--- src/hdl/eth_pkg.sv ---
`default_nettype none

package eth_pkg;

	// Stream and header geometry
	localparam int BEAT_BYTES = 16;
	localparam int BEAT_BITS = BEAT_BYTES * 8;
	localparam int HEADER_BYTES = 14;
	localparam int HEADER_BITS = HEADER_BYTES * 8;
	localparam int CARRY_BYTES = BEAT_BYTES - HEADER_BYTES;
	localparam int CARRY_BITS = CARRY_BYTES * 8;
	localparam int MAC_BYTES = 6;

	localparam int HEADER_QUEUE_DEPTH = 4;
	localparam int QUEUE_PTR_BITS = $clog2(HEADER_QUEUE_DEPTH);

	// Byte 0 of the beat in data[7:0]
	typedef struct packed {
		logic [BEAT_BITS-1:0] data;
		logic [BEAT_BYTES-1:0] keep;
		logic last;
	} axis_beat_t;

	// First wire byte sits in the top byte of each field
	typedef struct packed {
		logic [MAC_BYTES*8-1:0] dest_mac;
		logic [MAC_BYTES*8-1:0] src_mac;
		logic [15:0] ether_type;
	} eth_header_t;

	typedef enum logic [1:0] {
		STRIP_HEADER,
		STRIP_BODY,
		STRIP_TAIL
	} strip_state_t;

	typedef enum logic [1:0] {
		INSERT_HEADER,
		INSERT_BODY,
		INSERT_TAIL
	} insert_state_t;

endpackage

`default_nettype wire

--- src/hdl/eth_header_insert.sv ---
`timescale 1ns/1ps
`default_nettype none

module eth_header_insert (
	input logic clock,
	input logic reset,
	input eth_pkg::axis_beat_t in_beat,
	input logic in_valid,
	output logic in_ready,
	output eth_pkg::axis_beat_t out_beat,
	output logic out_valid,
	input logic out_ready,
	input logic header_valid,
	input eth_pkg::eth_header_t header_out,
	output logic header_pop
);

	import eth_pkg::*;

	insert_state_t state;
	logic drain;
	logic accept;
	logic tail_needed;

	logic [HEADER_BITS-1:0] header_bytes;
	logic [HEADER_BITS-1:0] lead_data;
	logic [HEADER_BYTES-1:0] lead_keep;

	logic [HEADER_BITS-1:0] carry_data;
	logic [HEADER_BYTES-1:0] carry_keep;

	assign drain = !out_valid || out_ready;

	assign in_ready = drain &&
		(state == INSERT_BODY || (state == INSERT_HEADER && header_valid));
	assign accept = in_valid && in_ready;
	assign header_pop = accept && (state == INSERT_HEADER);

	// More than two bytes in the last beat spill into a tail beat
	assign tail_needed = in_beat.keep[CARRY_BYTES];

	// Big-endian fields back to wire order
	always_comb begin
		for (int i = 0; i < MAC_BYTES; i++) begin
			header_bytes[8*i +: 8] = header_out.dest_mac[8*(MAC_BYTES-1-i) +: 8];
			header_bytes[8*(MAC_BYTES+i) +: 8] = header_out.src_mac[8*(MAC_BYTES-1-i) +: 8];
		end
		header_bytes[8*(2*MAC_BYTES) +: 8] = header_out.ether_type[15:8];
		header_bytes[8*(2*MAC_BYTES+1) +: 8] = header_out.ether_type[7:0];
	end

	// Low 14 lanes come from the header or from the previous beat
	always_comb begin
		if (state == INSERT_HEADER) begin
			lead_data = header_bytes;
			lead_keep = '1;
		end else begin
			lead_data = carry_data;
			lead_keep = carry_keep;
		end
	end

	always_ff @(posedge clock) begin
		if (reset) begin
			state <= INSERT_HEADER;
			out_valid <= 1'b0;
		end else begin
			if (out_ready) begin
				out_valid <= 1'b0;
			end
			case (state)
				INSERT_HEADER, INSERT_BODY: begin
					if (accept) begin
						out_valid <= 1'b1;
						if (in_beat.last) begin
							state <= tail_needed ? INSERT_TAIL : INSERT_HEADER;
						end else begin
							state <= INSERT_BODY;
						end
					end
				end
				INSERT_TAIL: begin
					if (drain) begin
						out_valid <= 1'b1;
						state <= INSERT_HEADER;
					end
				end
				default: state <= INSERT_HEADER;
			endcase
		end
	end

	always_ff @(posedge clock) begin
		if (accept) begin
			carry_data <= in_beat.data[BEAT_BITS-1:CARRY_BITS];
			carry_keep <= in_beat.keep[BEAT_BYTES-1:CARRY_BYTES];
			out_beat <= '{
				data: {in_beat.data[CARRY_BITS-1:0], lead_data},
				keep: {in_beat.keep[CARRY_BYTES-1:0], lead_keep},
				last: in_beat.last && !tail_needed
			};
		end else if (state == INSERT_TAIL && drain) begin
			out_beat <= '{
				data: {{CARRY_BITS{1'b0}}, carry_data},
				keep: {{CARRY_BYTES{1'b0}}, carry_keep},
				last: 1'b1
			};
		end
	end

endmodule

`default_nettype wire

--- src/hdl/eth_header_queue.sv ---
`timescale 1ns/1ps
`default_nettype none

module eth_header_queue (
	input logic clock,
	input logic reset,
	input logic header_push,
	input eth_pkg::eth_header_t header_in,
	output logic queue_full,
	input logic header_pop,
	output logic header_valid,
	output eth_pkg::eth_header_t header_out
);

	import eth_pkg::*;

	eth_header_t mem [HEADER_QUEUE_DEPTH];
	logic [QUEUE_PTR_BITS-1:0] wr_ptr;
	logic [QUEUE_PTR_BITS-1:0] rd_ptr;
	logic [QUEUE_PTR_BITS:0] count;
	logic do_push;
	logic do_pop;

	assign queue_full = (count == (QUEUE_PTR_BITS+1)'(HEADER_QUEUE_DEPTH));
	assign header_valid = (count != '0);
	assign header_out = mem[rd_ptr];

	assign do_push = header_push && !queue_full;
	assign do_pop = header_pop && header_valid;

	always_ff @(posedge clock) begin
		if (do_push) begin
			mem[wr_ptr] <= header_in;
		end
	end

	// Depth is a power of two so the pointers wrap on their own
	always_ff @(posedge clock) begin
		if (reset) begin
			wr_ptr <= '0;
			rd_ptr <= '0;
			count <= '0;
		end else begin
			if (do_push) begin
				wr_ptr <= wr_ptr + 1'b1;
			end
			if (do_pop) begin
				rd_ptr <= rd_ptr + 1'b1;
			end
			case ({do_push, do_pop})
				2'b10: count <= count + 1'b1;
				2'b01: count <= count - 1'b1;
				default: count <= count;
			endcase
		end
	end

endmodule

`default_nettype wire

--- src/hdl/eth_header_strip.sv ---
`timescale 1ns/1ps
`default_nettype none

module eth_header_strip (
	input logic clock,
	input logic reset,
	input eth_pkg::axis_beat_t in_beat,
	input logic in_valid,
	output logic in_ready,
	output eth_pkg::axis_beat_t out_beat,
	output logic out_valid,
	input logic out_ready,
	output logic header_push,
	output eth_pkg::eth_header_t header_in,
	input logic queue_full
);

	import eth_pkg::*;

	strip_state_t state;
	logic started;
	logic drain;
	logic accept;
	logic tail_needed;

	logic [CARRY_BITS-1:0] carry_data;
	logic [CARRY_BYTES-1:0] carry_keep;

	// Output register empty or emptying this cycle
	assign drain = !out_valid || out_ready;

	assign in_ready = started && drain &&
		(state == STRIP_BODY || (state == STRIP_HEADER && !queue_full));
	assign accept = in_valid && in_ready;
	assign header_push = accept && (state == STRIP_HEADER);

	// Lane 14 set means more than a header's worth in the last beat
	assign tail_needed = in_beat.keep[HEADER_BYTES];

	// Wire order to big-endian fields
	always_comb begin
		for (int i = 0; i < MAC_BYTES; i++) begin
			header_in.dest_mac[8*(MAC_BYTES-1-i) +: 8] = in_beat.data[8*i +: 8];
			header_in.src_mac[8*(MAC_BYTES-1-i) +: 8] = in_beat.data[8*(MAC_BYTES+i) +: 8];
		end
		header_in.ether_type = {in_beat.data[8*(2*MAC_BYTES) +: 8],
			in_beat.data[8*(2*MAC_BYTES+1) +: 8]};
	end

	always_ff @(posedge clock) begin
		if (reset) begin
			state <= STRIP_HEADER;
			out_valid <= 1'b0;
			started <= 1'b0;
		end else begin
			started <= 1'b1;
			if (out_ready) begin
				out_valid <= 1'b0;
			end
			case (state)
				STRIP_HEADER: begin
					if (accept) begin
						state <= STRIP_BODY;
					end
				end
				STRIP_BODY: begin
					if (accept) begin
						out_valid <= 1'b1;
						if (in_beat.last) begin
							state <= tail_needed ? STRIP_TAIL : STRIP_HEADER;
						end
					end
				end
				STRIP_TAIL: begin
					if (drain) begin
						out_valid <= 1'b1;
						state <= STRIP_HEADER;
					end
				end
				default: state <= STRIP_HEADER;
			endcase
		end
	end

	always_ff @(posedge clock) begin
		// Top two lanes of every accepted beat lead the next output
		if (accept) begin
			carry_data <= in_beat.data[BEAT_BITS-1 -: CARRY_BITS];
			carry_keep <= in_beat.keep[BEAT_BYTES-1 -: CARRY_BYTES];
		end

		if (accept && state == STRIP_BODY) begin
			out_beat <= '{
				data: {in_beat.data[HEADER_BITS-1:0], carry_data},
				keep: {in_beat.keep[HEADER_BYTES-1:0], carry_keep},
				last: in_beat.last && !tail_needed
			};
		end else if (state == STRIP_TAIL && drain) begin
			out_beat <= '{
				data: {{HEADER_BITS{1'b0}}, carry_data},
				keep: {{HEADER_BYTES{1'b0}}, carry_keep},
				last: 1'b1
			};
		end
	end

endmodule

`default_nettype wire

--- src/hdl/eth_reflector.sv ---
`timescale 1ns/1ps
`default_nettype none

module eth_reflector (
	input logic clock,
	input logic reset,
	input eth_pkg::axis_beat_t in_beat,
	input logic in_valid,
	output logic in_ready,
	output eth_pkg::axis_beat_t out_beat,
	output logic out_valid,
	input logic out_ready
);

	import eth_pkg::*;

	// Payload stream between the realigners
	axis_beat_t mid_beat;
	logic mid_valid;
	logic mid_ready;

	logic header_push;
	eth_header_t header_in;
	logic queue_full;
	logic header_valid;
	logic header_pop;
	eth_header_t queued_header;
	eth_header_t reflected_header;

	eth_header_strip strip (
		.clock(clock),
		.reset(reset),
		.in_beat(in_beat),
		.in_valid(in_valid),
		.in_ready(in_ready),
		.out_beat(mid_beat),
		.out_valid(mid_valid),
		.out_ready(mid_ready),
		.header_push(header_push),
		.header_in(header_in),
		.queue_full(queue_full)
	);

	eth_header_queue queue (
		.clock(clock),
		.reset(reset),
		.header_push(header_push),
		.header_in(header_in),
		.queue_full(queue_full),
		.header_pop(header_pop),
		.header_valid(header_valid),
		.header_out(queued_header)
	);

	// Reply goes back to the sender
	assign reflected_header.dest_mac = queued_header.src_mac;
	assign reflected_header.src_mac = queued_header.dest_mac;
	assign reflected_header.ether_type = queued_header.ether_type;

	eth_header_insert insert (
		.clock(clock),
		.reset(reset),
		.in_beat(mid_beat),
		.in_valid(mid_valid),
		.in_ready(mid_ready),
		.out_beat(out_beat),
		.out_valid(out_valid),
		.out_ready(out_ready),
		.header_valid(header_valid),
		.header_out(reflected_header),
		.header_pop(header_pop)
	);

endmodule

`default_nettype wire

--- config.mk ---
export PLATFORM = sky130hd
export DESIGN_NAME = eth_reflector
export DESIGN_NICKNAME = d
export VERILOG_FILES = /design/src/hdl/eth_pkg.sv /design/src/hdl/eth_header_insert.sv /design/src/hdl/eth_header_queue.sv /design/src/hdl/eth_header_strip.sv /design/src/hdl/eth_reflector.sv
export SDC_FILE = /design/constraint.sdc
export NUM_CORES = 1
export LEC_CHECK = 0
export ABC_AREA = 1
export BUFFER_PORTS_ARGS = -buffer_cell sky130_fd_sc_hd__buf_2
export CAP_MARGIN = 20
export CORE_MARGIN = 4
export CORE_UTILIZATION = 40
export CTS_CLUSTER_DIAMETER = 150
export DETAILED_ROUTE_END_ITERATION = 10
export GPL_TIMING_DRIVEN = 1
export SYNTH_ARGS = -nofsm -noshare
export SYNTH_HDL_FRONTEND = slang
export SYNTH_SLANG_ARGS = --single-unit
--- constraint.sdc ---
create_clock -name clock -period 22.1 [get_ports clock]
set_input_delay 1.105 -clock clock [delete_from_list [all_inputs] [get_ports clock]]
set_output_delay 1.105 -clock clock [all_outputs]
set_load 0.005 [all_outputs]
# == Word level (Yosys, flattened, before mapping) ==
# Memories as Yosys holds them, arrays and structs flattened. A register that Yosys moved wholly into a read port is not among the register bits.
# Index checks and enable logic that the tools add are counted.
# op_classes
add_sub_neg,4
mux,31
reduce_logical,34
n_eq_ne,13
# ops
operator,n
two-way mux 145 bit,4
two-way mux 112 bit,1
two-way mux 2 bit,11
logical AND 1 bit,16
two-way mux 14 bit,1
"inequality test 2 x 1 -> 1 bit, second input constant",5
two-way mux 1 bit,9
"equality test 2 x 1 -> 1 bit, second input constant",3
"equality test 2 bit, second input constant",3
case mux 2 bit (3 select lines),1
case mux 3 bit (2 select lines),1
nonzero test 2 bit,3
logical NOT 1 bit,5
"adder 2 x 1 -> 2 bit, second input constant",2
logical NOT 2 bit,2
logical OR 1 bit,4
case mux 1 bit (2 select lines),2
case mux 2 bit (2 select lines),1
AND reduction 4 bit,1
"adder 3 x 1 -> 3 bit, second input constant",1
"equality test 3 bit, second input constant",1
nonzero test 3 bit,1
"subtractor 3 x 1 -> 3 bit, second input constant",1
"inequality test 2 bit, second input constant",1
2 further kinds,2
# totals
memories,1
ramBits,448
input_bits,149
elab_cells,101
reg_bits,448
# memory_table
memory,depth,word_bits,read_ports,rd_clocked_by_memory_dff,write_ports,line_no,rtl
queue.mem,4,112,1,1,1,eth_header_queue.sv:17,eth_header_t mem [HEADER_QUEUE_DEPTH];

# == Depth between registers and ports, before layout ==
# Gate-level depths: netlist (run 1).
# depth
depth_word,12
depth_mapped,15
depth_no_buf,14

# == Cells and area by module ==
# From an unflattened synthesis (run 1), not the netlist that was laid out.
# unflattened
cells_unflattened,2846
hier_area_um2,35960.7
# modules_own_cells
module,cells_per_inst,area_per_inst_um2,instances,seq_area_each_um2
eth_header_queue,1152,17078.9,1,13633.1
eth_header_insert,1107,11559.8,1,8197.9
eth_header_strip,587,7322.0,1,4974.8

# == Worst setup path before layout (run 1) ==
# OpenSTA, ideal clock, no wires.
# synth_path
kind,input port to flip-flop
from,in out_ready
to,"reg, netlist name insert.out_beat[0]"
slack_ns,9.901
required_time_ns,21.248
stages,2
arrival_time_ns,11.347
cell_sequence,nor2_1 o21ai_0
# synth_between
elab_chain_len,4
# synth_lines
element,line_no,rtl
"start, declared",eth_reflector.sv:12,input logic out_ready
logical OR 1 bit (*),eth_header_insert.sv:32,assign drain = !out_valid || out_ready;
logical AND 1 bit,eth_header_insert.sv:34,assign in_ready = drain &&
logical AND 1 bit,eth_header_insert.sv:36,assign accept = in_valid && in_ready;
nonzero test 2 bit (no source line) (*),n/a,
# Every way passes the cells marked *; elsewhere a longest branch is shown, timed or not.
# A chain may end at the register's enable or synchronous reset.

# == Final worst setup path (run 1) ==
# layout_path
from,in out_ready
to,"reg, netlist name insert.out_beat[51]"
# layout_between
elab_chain_len,4
# layout_lines
element,line_no
logical OR 1 bit (*),eth_header_insert.sv:32
logical AND 1 bit,eth_header_insert.sv:34
logical AND 1 bit,eth_header_insert.sv:36
nonzero test 2 bit (no source line) (*),n/a
# Marked as above.

==> impl_metrics.csv, run 1 <==
group,metric,value,unit
status,status,"completed",
pwr,switchingPower,0.938,mW
global_routing,grt_busiest_layer,"met2",
clocking,h-tree-depth,3,
worst_setup_path,required,22.36,ns
worst_setup_path,path_buf_inv,5,
timing,hold_violations,0,
global_routing,antenna_found_initial,18,
timing,worst-slew-pin-transition,1.08,ns
yosys,netlist_instances,2082,
timing,fin_crit,4.06,ns
yosys,synth_seq_cells,898,
worst_setup_path,crit_family,"buffers and inverters",
yosys,netlist_area,33300,um^2
detailed_routing,dr.pass1.iters,5,
clocking,clk_pin_slew,0.06,ns
detailed_routing,route.vias.total,17678,
finish,mostFrequentLayoutCells,"882 x edfxtp_1, 487 x nor2_1, 295 x buf_2",
worst_hold_path,hold_path.class,"flip-flop to flip-flop",
detailed_routing,wl_per_cell,20.6,um
pwr,leakagePower,14.0,nW
yosys,synth_nets,2241,
clocking,cts_tree,"built",
worst_setup_path,crit_path_max_incr_delay,0.68,ns
pwr,seqPwrFrac,53.0,%
clocking,root_buffer,"clkbuf_16",
finish,mostFrequentLayoutCell,"edfxtp_1",
pwr,internal-power,3.13,mW
pwr,comb_power_share,8.9,%
timing,slew_viol_final,0,
global_routing,gr-usage-met2,27.0,%
floorplanning,die_w,297,um
detailed_routing,wl,73500,um
worst_setup_path,critical_path_class,"input port to flip-flop",
pwr,p_clk_share,38.2,%
clocking,ctsResizeCount,0,
worst_setup_path,cp_common_cell,"buf_4",
detailed_routing,drc,0,
global_routing,use_met3,3.63,%
worst_setup_path,cp-start-kind,"input port",
finish,instances_no_fill,3559,
worst_setup_path,crit_chain,"buf_2 -> nor2_1 -> nor2_1 -> nand2_2 -> nor2_8 -> buf_4 -> inv_1 -> o21ai_4 -> buf_4 -> buf_4",
global_routing,grt_pass1_wl,110000,um
timing,timing.fmax,246,MHz
timing,fin_tns_setup,0,ns
finish,drive_above_1_share,23.4,%
yosys,synth.avg_cell_area,16.0,um^2
worst_setup_path,worst_setup_path_end_kind,"flip-flop",
detailed_routing,routed_via_density,4.97,
placed_design,dp_hpwl,41600,um
worst_setup_path,path_max_fanout,64,
finish,fin_nets,2553,
yosys,seq_area_frac_synth,80.5,%
finish,area_delta_synth_final,17.0,%
global_routing,first_global_vias,17976,
floorplanning,core,82400,um^2
floorplanning,start_util,40.4,%
clocking,cts_buffers,94,
floorplanning,num_rows,105,
timing,fin_skew,0.0205,ns
floorplanning,die_area,88000,um^2
clocking,clk_latency,0.63,ns
global_routing,grt_start_max_net_pins,138,
pwr,p_total,4.07,mW
placed_design,io_buffers,295,
worst_setup_path,cp.arrival,4.32,ns
pwr,power.density,104,nW/um^2
timing,rsz0062_at_grt,"no",
detailed_routing,drtIter0Drc,1242,
placed_design,place.gp.congestion,0.745,
pwr,netSwitchingFraction,23.1,%
timing,slew_headroom,28.3,%
placed_design,dp.cells,3367,
worst_setup_path,cpMaxStageDelayCell,"buf_4",
floorplanning,die_h,297,um
clocking,cts_buffer_depth,3,
global_routing,grt_overflow,0,
pwr,ir_drop,0.0685,mV
clocking,cts_setup_buffers,0,
finish,fillers,6902,
clocking,numClockSinks,898,
global_routing,grt_use_total,16.4,%
detailed_routing,antenna_left,0,
timing,finalSetupViolCount,0,
job,maxCapViolations,0,
timing,finalCritPeriodShare,18.4,%
clocking,cts_hold_buf,0,
global_routing,use_met1,21.9,%
yosys,synth.distinct_cells,35,
yosys,yosysWarnings,0,
floorplanning,io_pins,296,
[kinds of logic (layout without fill, tap and decap cells)]
kind of cell             after synthesis  after routing  synth area share (%)
AO/OA/AOI/OAI                        249            249                  5.04
adder cells (fa/ha/maj)               10             10                 0.398
buffers and inverters                277            670                  3.58
flip-flops                           898            898                  80.5
multiplexers                         112            112                  4.19
other                                  0             14                     0
AND/OR/NAND/NOR                      536            536                  6.34
[power by group through the flow]
stage,sequential (mW),combinational [mW],clock [mW]
3_5_place_dp,2.19,0.372,0
6_report,2.15,0.361,1.55
3_3_place_gp,2.18,0.362,0
2_1_floorplan,2.21,0.227,0
5_1_grt,2.17,0.405,1.66
4_1_cts,2.16,0.373,1.59
[path summary, 6_finish.rpt]
path / end / slack [ns] / depth (start not counted) / start
max: insert.out_beat[51] / 18.04 / 10 / out_ready
min: insert.carry_data[66] / 0.41 / 0 / strip.out_beat[99]
max reg2reg: strip.out_beat[90] / 18.13 / 9 / strip.state[1]
min reg2reg: insert.carry_data[66] / 0.41 / 0 / strip.out_beat[99]
[state kept, by name (all words and copies together), names as in the netlist, 2 cells and up, named ones only]
name               flops
queue.count            3
queue.wr_ptr           2
insert.carry_keep     14
strip.carry_data      16
queue.mem            448
strip.state            2
queue.rd_ptr           2
insert.state           2
strip.out_beat       145
strip.carry_keep       2
insert.carry_data    112
insert.out_beat      145
[Yosys cell counts]
| cell | number | area share, % |
|---|---|---|
| nor2_1 | 491 | 5.5 |
| mux2_2 | 54 | 1.8 |
| inv_2 | 3 | 0.034 |
| mux2_1 | 22 | 0.74 |
| dfxtp_1 | 16 | 0.96 |
| a21oi_1 | 11 | 0.17 |
| nor2_8 | 1 | 0.060 |
| nor3_1 | 1 | 0.015 |
| nand2_1 | 16 | 0.18 |
| clkinv_1 | 1 | 0.011 |
| nand2_2 | 2 | 0.038 |
| a211oi_1 | 1 | 0.023 |
| inv_1 | 169 | 1.9 |
| o21a_1 | 1 | 0.023 |
| and2_1 | 1 | 0.019 |
| o32ai_1 | 112 | 2.9 |
| o21ai_1 | 3 | 0.045 |
| edfxtp_1 | 882 | 79 |
| a21oi_2 | 1 | 0.026 |
| inv_4 | 1 | 0.019 |
| buf_6 | 10 | 0.34 |
| ha_1 | 9 | 0.34 |
| o211ai_1 | 1 | 0.023 |
| clkbuf_1 | 39 | 0.44 |
| nand3_1 | 3 | 0.045 |
| nand4_1 | 1 | 0.019 |
| o21ai_0 | 119 | 1.8 |
| buf_2 | 51 | 0.77 |
| fa_1 | 1 | 0.060 |
| or2_2 | 15 | 0.28 |
| buf_4 | 3 | 0.068 |
| mux2_4 | 36 | 1.6 |
| nand3_2 | 2 | 0.060 |
| nor3b_1 | 1 | 0.023 |
| nand2_4 | 2 | 0.068 |
[worst register-to-register path, cell delays in order, from the launching register on]
cell and delay [ns]:
dfxtp_1 0.31, inv_1 0.11, ha_1 0.38, inv_1 0.10
a21oi_2 0.20, nand3_2 0.12, inv_2 0.39, nand2_8 0.43
nand2_4 0.67, buf_4 0.81
[cell type report]
class                   count  area [um^2]  share of cell area (%)
repair buffers            319         1690                    4.33
clock inverters            61          568                    1.46
well taps                1070         1340                    3.44
flip-flops and latches    898        26800                    68.8
diodes                     14         35.0                  0.0899
clock buffers             116         2480                    6.36
inverters                 174          661                    1.70
multi-input cells         907         5390                    13.8
[through the flow]
| stage | utilization (%) | instance area, um^2 | hold slack (ns) | setup slack (ns) |
|---|---|---|---|---|
| 2_1_floorplan | - | 33300 | 0.400 | 9.90 |
| 3_3_place_gp | 43.5 | 35900 | 0.401 | 17.22 |
| 3_5_place_dp | 43.5 | 35900 | 0.405 | 17.16 |
| 4_1_cts | 47.2 | 38900 | 0.413 | 17.86 |
| 5_1_grt | 47.3 | 38900 | 0.414 | 17.63 |
| 6_report | 47.3 | 39000 | 0.414 | 18.04 |
[per-layer routing]
metal  part of all wire (%)  routed length (um)
met2                     48               35500
met4                    2.4                1770
met1                     43               31600
met5                  0.091                  67
met3                    6.2                4560
Power figures use the tool's default switching activity.
==> run 2: changes to the inputs <==
clock period = 3.8 ns   (was 22.1 ns; I/O delays follow)
==> run 2 against run 1 <==
Hold slack worse by 0.16 ns. Power rose to 5.8 times the previous value. Non-clock buffer count up 153. Critical endpoint is now queue.count[2].
==> impl_metrics.csv, run 2 (same netlist as run 1, synthesis figures left out) <==
group,metric,value,unit
worst_setup_path,path_buf_inv,3,
finish,fillers,6828,
floorplanning,core,82400,um^2
finish,largest_reg_flops,448,
job,maxCapViolations,0,
detailed_routing,dr.pass1.iters,7,
timing,slew_headroom,36.7,%
timing,fin_skew,0.0235,ns
global_routing,grt_use_total,16.6,%
placed_design,dp.cells,3372,
global_routing,antenna_found_initial,10,
clocking,cts_tree,"built",
clocking,cts_buffers,93,
detailed_routing,route.vias.total,18344,
worst_setup_path,critical_path_class,"flip-flop to flip-flop",
finish,seq_area,26800,um^2
detailed_routing,drtIter0Drc,1278,
detailed_routing,routed_via_density,4.97,
clocking,h-tree-depth,3,
placed_design,place.gp.congestion,0.720,
global_routing,grt_overflow,0,
worst_setup_path,cp.arrival,3.49,ns
finish,area_delta_synth_final,21.9,%
finish,mostFrequentLayoutCells,"882 x edfxtp_1, 487 x nor2_1, 295 x buf_2",
placed_design,io_buffers,295,
worst_setup_path,crit_chain,"inv_1 -> ha_1 -> inv_1 -> a21oi_2 -> nand4_1 -> ha_1 -> inv_1 -> fa_1 -> a21oi_1 -> o21ai_0 -> o21ai_0 -> a21oi_1",
floorplanning,num_rows,105,
finish,multi_input_area,5390,um^2
clocking,clk_latency,0.65,ns
placed_design,dp_hpwl,40200,um
clocking,root_buffer,"clkbuf_16",
floorplanning,io_pins,296,
finish,top_register,"queue.mem",
finish,drive_above_1_share,21.9,%
timing,holdWs,0.257,ns
clocking,cts_hold_buf,149,
status,status,"completed",
timing,slew_viol_final,0,
pwr,leakagePower,14.7,nW
worst_setup_path,crit_family,"adder cells",
worst_setup_path,required,4.37,ns
timing,hold_violations,0,
worst_setup_path,cpMaxStageDelayCell,"nand4_1",
clocking,clk_pin_slew,0.06,ns
global_routing,first_global_vias,19060,
detailed_routing,drc,0,
finish,fin_nets,2705,
pwr,power.density,584,nW/um^2
worst_setup_path,path_max_fanout,9,
timing,worst-slew-pin-transition,0.950,ns
global_routing,grt_pass1_wl,112000,um
timing,finalSetupViolCount,0,
timing,timing.fmax,342,MHz
clocking,numClockSinks,898,
floorplanning,die_w,297,um
worst_setup_path,worst_setup_path_end_kind,"flip-flop",
pwr,ir_drop,0.350,mV
clocking,ctsResizeCount,0,
floorplanning,start_util,40.4,%
finish,mostFrequentLayoutCell,"edfxtp_1",
timing,rsz0062_at_grt,"no",
clocking,cts_setup_buffers,0,
global_routing,grt_start_max_net_pins,127,
clocking,cts_buffer_depth,3,
detailed_routing,wl_per_cell,20.0,um
detailed_routing,antenna_left,0,
floorplanning,die_h,297,um
finish,instances_no_fill,3694,
finish,top_regs,"queue.mem (448), insert.out_beat (145), strip.out_beat (145)",
timing,fin_crit,2.92,ns
timing,finalCritPeriodShare,76.9,%
worst_setup_path,cp_common_cell,"inv_1",
floorplanning,die_area,88000,um^2
detailed_routing,wl,73900,um
worst_setup_path,cp-start-kind,"flip-flop",
worst_setup_path,crit_path_max_incr_delay,0.57,ns
worst_hold_path,hold_path.class,"input port to flip-flop",
run 2: layer usage:
| metal | track usage (%) | wire length, um | up-vias |
|---|---|---|---|
| met1 | 22.0 | 31900 | 9217 |
| met5 | 0 | 68 | - |
| met3 | 3.15 | 3880 | 124 |
| met2 | 28.0 | 36400 | 482 |
| li1 | - | - | 8511 |
| met4 | 5.14 | 1580 | 10 |
run 2: final timing paths:
check | from | end | slack (ns) | cells past startpoint
worst max-delay path | strip.state[1] | queue.count[2] | 0.88 | 12
worst min-delay path | in_beat[131] | strip.carry_data[2] | 0.26 | 2
worst max register to register | strip.state[1] | queue.count[2] | 0.88 | 12
worst min register to register | strip.out_beat[105] | insert.carry_data[72] | 0.40 | 0
run 2: worst register-to-register path, delay by kind of cell (launching register included):
kind                       cells  cell delay (ns)
AOI/OAI and AO/OA              5             0.59
adders and majority gates      3             1.03
buffers and inverters          3             0.33
DFF                            1             0.31
and+or+nand+nor                1             0.57
run 2: cell type report:
class,instances,area share [%]
antenna,5,0.0308
clock buffer,121,6.09
clock inverter,47,1.22
inverter,174,1.62
multi-input combinational,907,13.3
sequential,898,66.0
tap,1070,3.30
timing repair buffer,472,8.47
run 2: power by group:
| group | internal, mW | switching, mW | total, mW |
|---|---|---|---|
| sequential | 12.2 | 0.277 | 12.5 |
| clock | 5.15 | 3.69 | 8.85 |
| combinational | 0.814 | 1.54 | 2.35 |
| total | 18.2 | 5.51 | 23.7 |
run 2: through the flow:
step | setup slack (ns) | setup TNS [ns] | instance area, um^2 | total power, mW | util (%)
4_1_cts | 0.862 | 0 | 40600 | 24.0 | 49.3
3_5_place_dp | 0.874 | 0 | 36200 | 15.0 | 43.9
5_1_grt | 0.658 | 0 | 40600 | 24.7 | 49.3
3_3_place_gp | 0.718 | 0 | 36200 | 14.9 | 43.9
2_1_floorplan | -0.859 | -384.98 | 33300 | 14.0 | -
6_report | 0.878 | 0 | 40600 | 23.7 | 49.3
==> run 3: changes to the inputs <==
clock period = 2.8 ns   (was 3.8 ns; I/O delays follow)
==> run 3 against run 2 <==
Worst setup slack got worse by 0.53 ns. Sequential cell count unchanged. Utilization about the same. Final area about the same.
==> impl_metrics.csv, run 3 (same netlist as run 1, synthesis figures left out) <==
group,metric,value,unit
job,maxCapViolations,0,
worst_setup_path,crit_family,"buffers and inverters",
floorplanning,io_pins,296,
global_routing,grt_use_total,16.5,%
placed_design,place.gp.congestion,0.757,
finish,mostFrequentLayoutCell,"edfxtp_1",
pwr,ir_drop,0.517,mV
finish,fin_area,40600,um^2
clocking,cts_buffers,93,
finish,top_regs,"queue.mem (448), insert.out_beat (145), strip.out_beat (145)",
finish,fin_nets,2716,
pwr,netSwitchingFraction,23.4,%
clocking,cts_tree,"built",
clocking,clk_pin_slew,0.06,ns
finish,mostFrequentLayoutCells,"882 x edfxtp_1, 486 x nor2_1, 295 x buf_2",
floorplanning,die_area,88000,um^2
worst_setup_path,cp_common_cell,"buf_4",
timing,slew_viol_final,0,
status,status,"completed",
finish,top_register,"queue.mem",
placed_design,dp_hpwl,40300,um
detailed_routing,wl_per_cell,19.8,um
timing,worst-slew-pin-transition,1.05,ns
clocking,cts_buffer_depth,3,
detailed_routing,drc,0,
finish,drive_above_1_share,22.5,%
finish,fin_util,49.3,%
pwr,internal-power,24.2,mW
pwr,switchingPower,7.40,mW
timing,fin_tns_setup,0,ns
worst_setup_path,worst_setup_path_end_kind,"flip-flop",
detailed_routing,route.vias.total,18431,
worst_setup_path,crit_chain,"inv_2 -> nor2_4 -> nor2_1 -> nand2_2 -> nor2_8 -> buf_4 -> buf_4",
pwr,p_clk_share,36.1,%
clocking,root_buffer,"clkbuf_16",
finish,fillers,6856,
floorplanning,core,82400,um^2
global_routing,first_global_vias,19022,
detailed_routing,routed_via_density,4.97,
placed_design,io_buffers,295,
worst_setup_path,path_buf_inv,3,
worst_setup_path,cpMaxStageDelayCell,"buf_4",
global_routing,grt_pass1_wl,111000,um
timing,hold_violations,0,
pwr,leakagePower,14.7,nW
worst_setup_path,cp.arrival,2.71,ns
worst_setup_path,required,3.07,ns
pwr,seqPwrFrac,53.6,%
pwr,power.density,779,nW/um^2
detailed_routing,antenna_left,0,
detailed_routing,wl,73300,um
timing,timing.fmax,409,MHz
global_routing,antenna_found_initial,9,
finish,largest_reg_flops,448,
pwr,comb_power_share,10.3,%
clocking,cts_setup_buffers,0,
timing,fin_skew,0.0239,ns
finish,area_delta_synth_final,21.9,%
timing,slew_headroom,29.9,%
worst_hold_path,hold_path.class,"input port to flip-flop",
detailed_routing,drtIter0Drc,1301,
timing,rsz0062_at_grt,"no",
timing,finalSetupViolCount,0,
detailed_routing,dr.pass1.iters,5,
timing,fin_crit,2.45,ns
clocking,h-tree-depth,3,
worst_setup_path,crit_path_max_incr_delay,0.64,ns
worst_setup_path,path_max_fanout,49,
worst_setup_path,critical_path_class,"flip-flop to flip-flop",
worst_setup_path,cp-start-kind,"flip-flop",
clocking,numClockSinks,898,
floorplanning,die_w,297,um
timing,finalCritPeriodShare,87.4,%
global_routing,grt_overflow,0,
floorplanning,die_h,297,um
clocking,clk_latency,0.63,ns
global_routing,grt_start_max_net_pins,127,
floorplanning,start_util,40.4,%
placed_design,dpl_cell_area,36300,um^2
floorplanning,num_rows,105,
run 3: repair_timing:
| item | 4_1_cts | 5_1_grt |
|---|---|---|
| endpoints found under the hold margin | 602 | 0 |
| hold buffers | 148 | 0 |
| resized for setup | 0 | 0 |
run 3: cell type report:
class                      count  area [um^2]  area share [%]
clock buffer                 121         2460            6.07
clock inverter                48          359           0.884
sequential                   898        26800            66.0
antenna                        8         20.0          0.0493
tap                         1070         1340            3.30
multi-input combinational    907         5420            13.3
inverter                     174          661            1.63
timing repair buffer         483         3530            8.70
run 3: layer usage:
metal  wire (um)  GRT usage [%]
met2       35800           27.5
met4        1680           5.01
met3        4040           3.43
met5          28              0
met1       31700           22.0
run 3: power groups by stage:
stage / clock (mW) / combinational, mW / sequential [mW]
after floorplan: 0 / 1.85 / 17.2
after global placement: 0 / 3.06 / 17.2
after detailed placement: 0 / 3.15 / 17.2
after CTS: 11.7 / 3.33 / 17.0
after global routing: 12.3 / 3.60 / 17.1
final: 11.4 / 3.25 / 17.0
run 3: worst reg2reg max path, cell delays in order (launching register included):
cell	delay, ns
dfxtp_2	0.33
inv_2	0.06
nor2_4	0.04
nor2_1	0.12
nand2_2	0.12
nor2_8	0.15
buf_4	0.64
buf_4	0.59
run 3: final timing paths:
path         slack, ns               endpoint               start  depth (start not counted)
min               0.10         strip.state[1]            in_valid                          6
max reg2reg       0.35  insert.carry_data[27]    insert.out_valid                          7
min reg2reg       0.41  insert.carry_data[20]  strip.out_beat[53]                          0
max               0.35  insert.carry_data[27]    insert.out_valid                          7
run 3: through the flow:
stage | power [mW] | std cells | hold WS [ns] | setup slack (ns)
finish | 31.7 | 3709 | 0.101 | 0.352
global route | 33.0 | 3705 | 0.0599 | 0.205
CTS | 32.1 | 3701 | 0.0194 | 0.316
detailed placement | 20.4 | 3384 | 0.318 | 0.335
global placement | 20.3 | 3384 | 0.319 | 0.328
floorplan | 19.0 | 2082 | 0.209 | -0.869
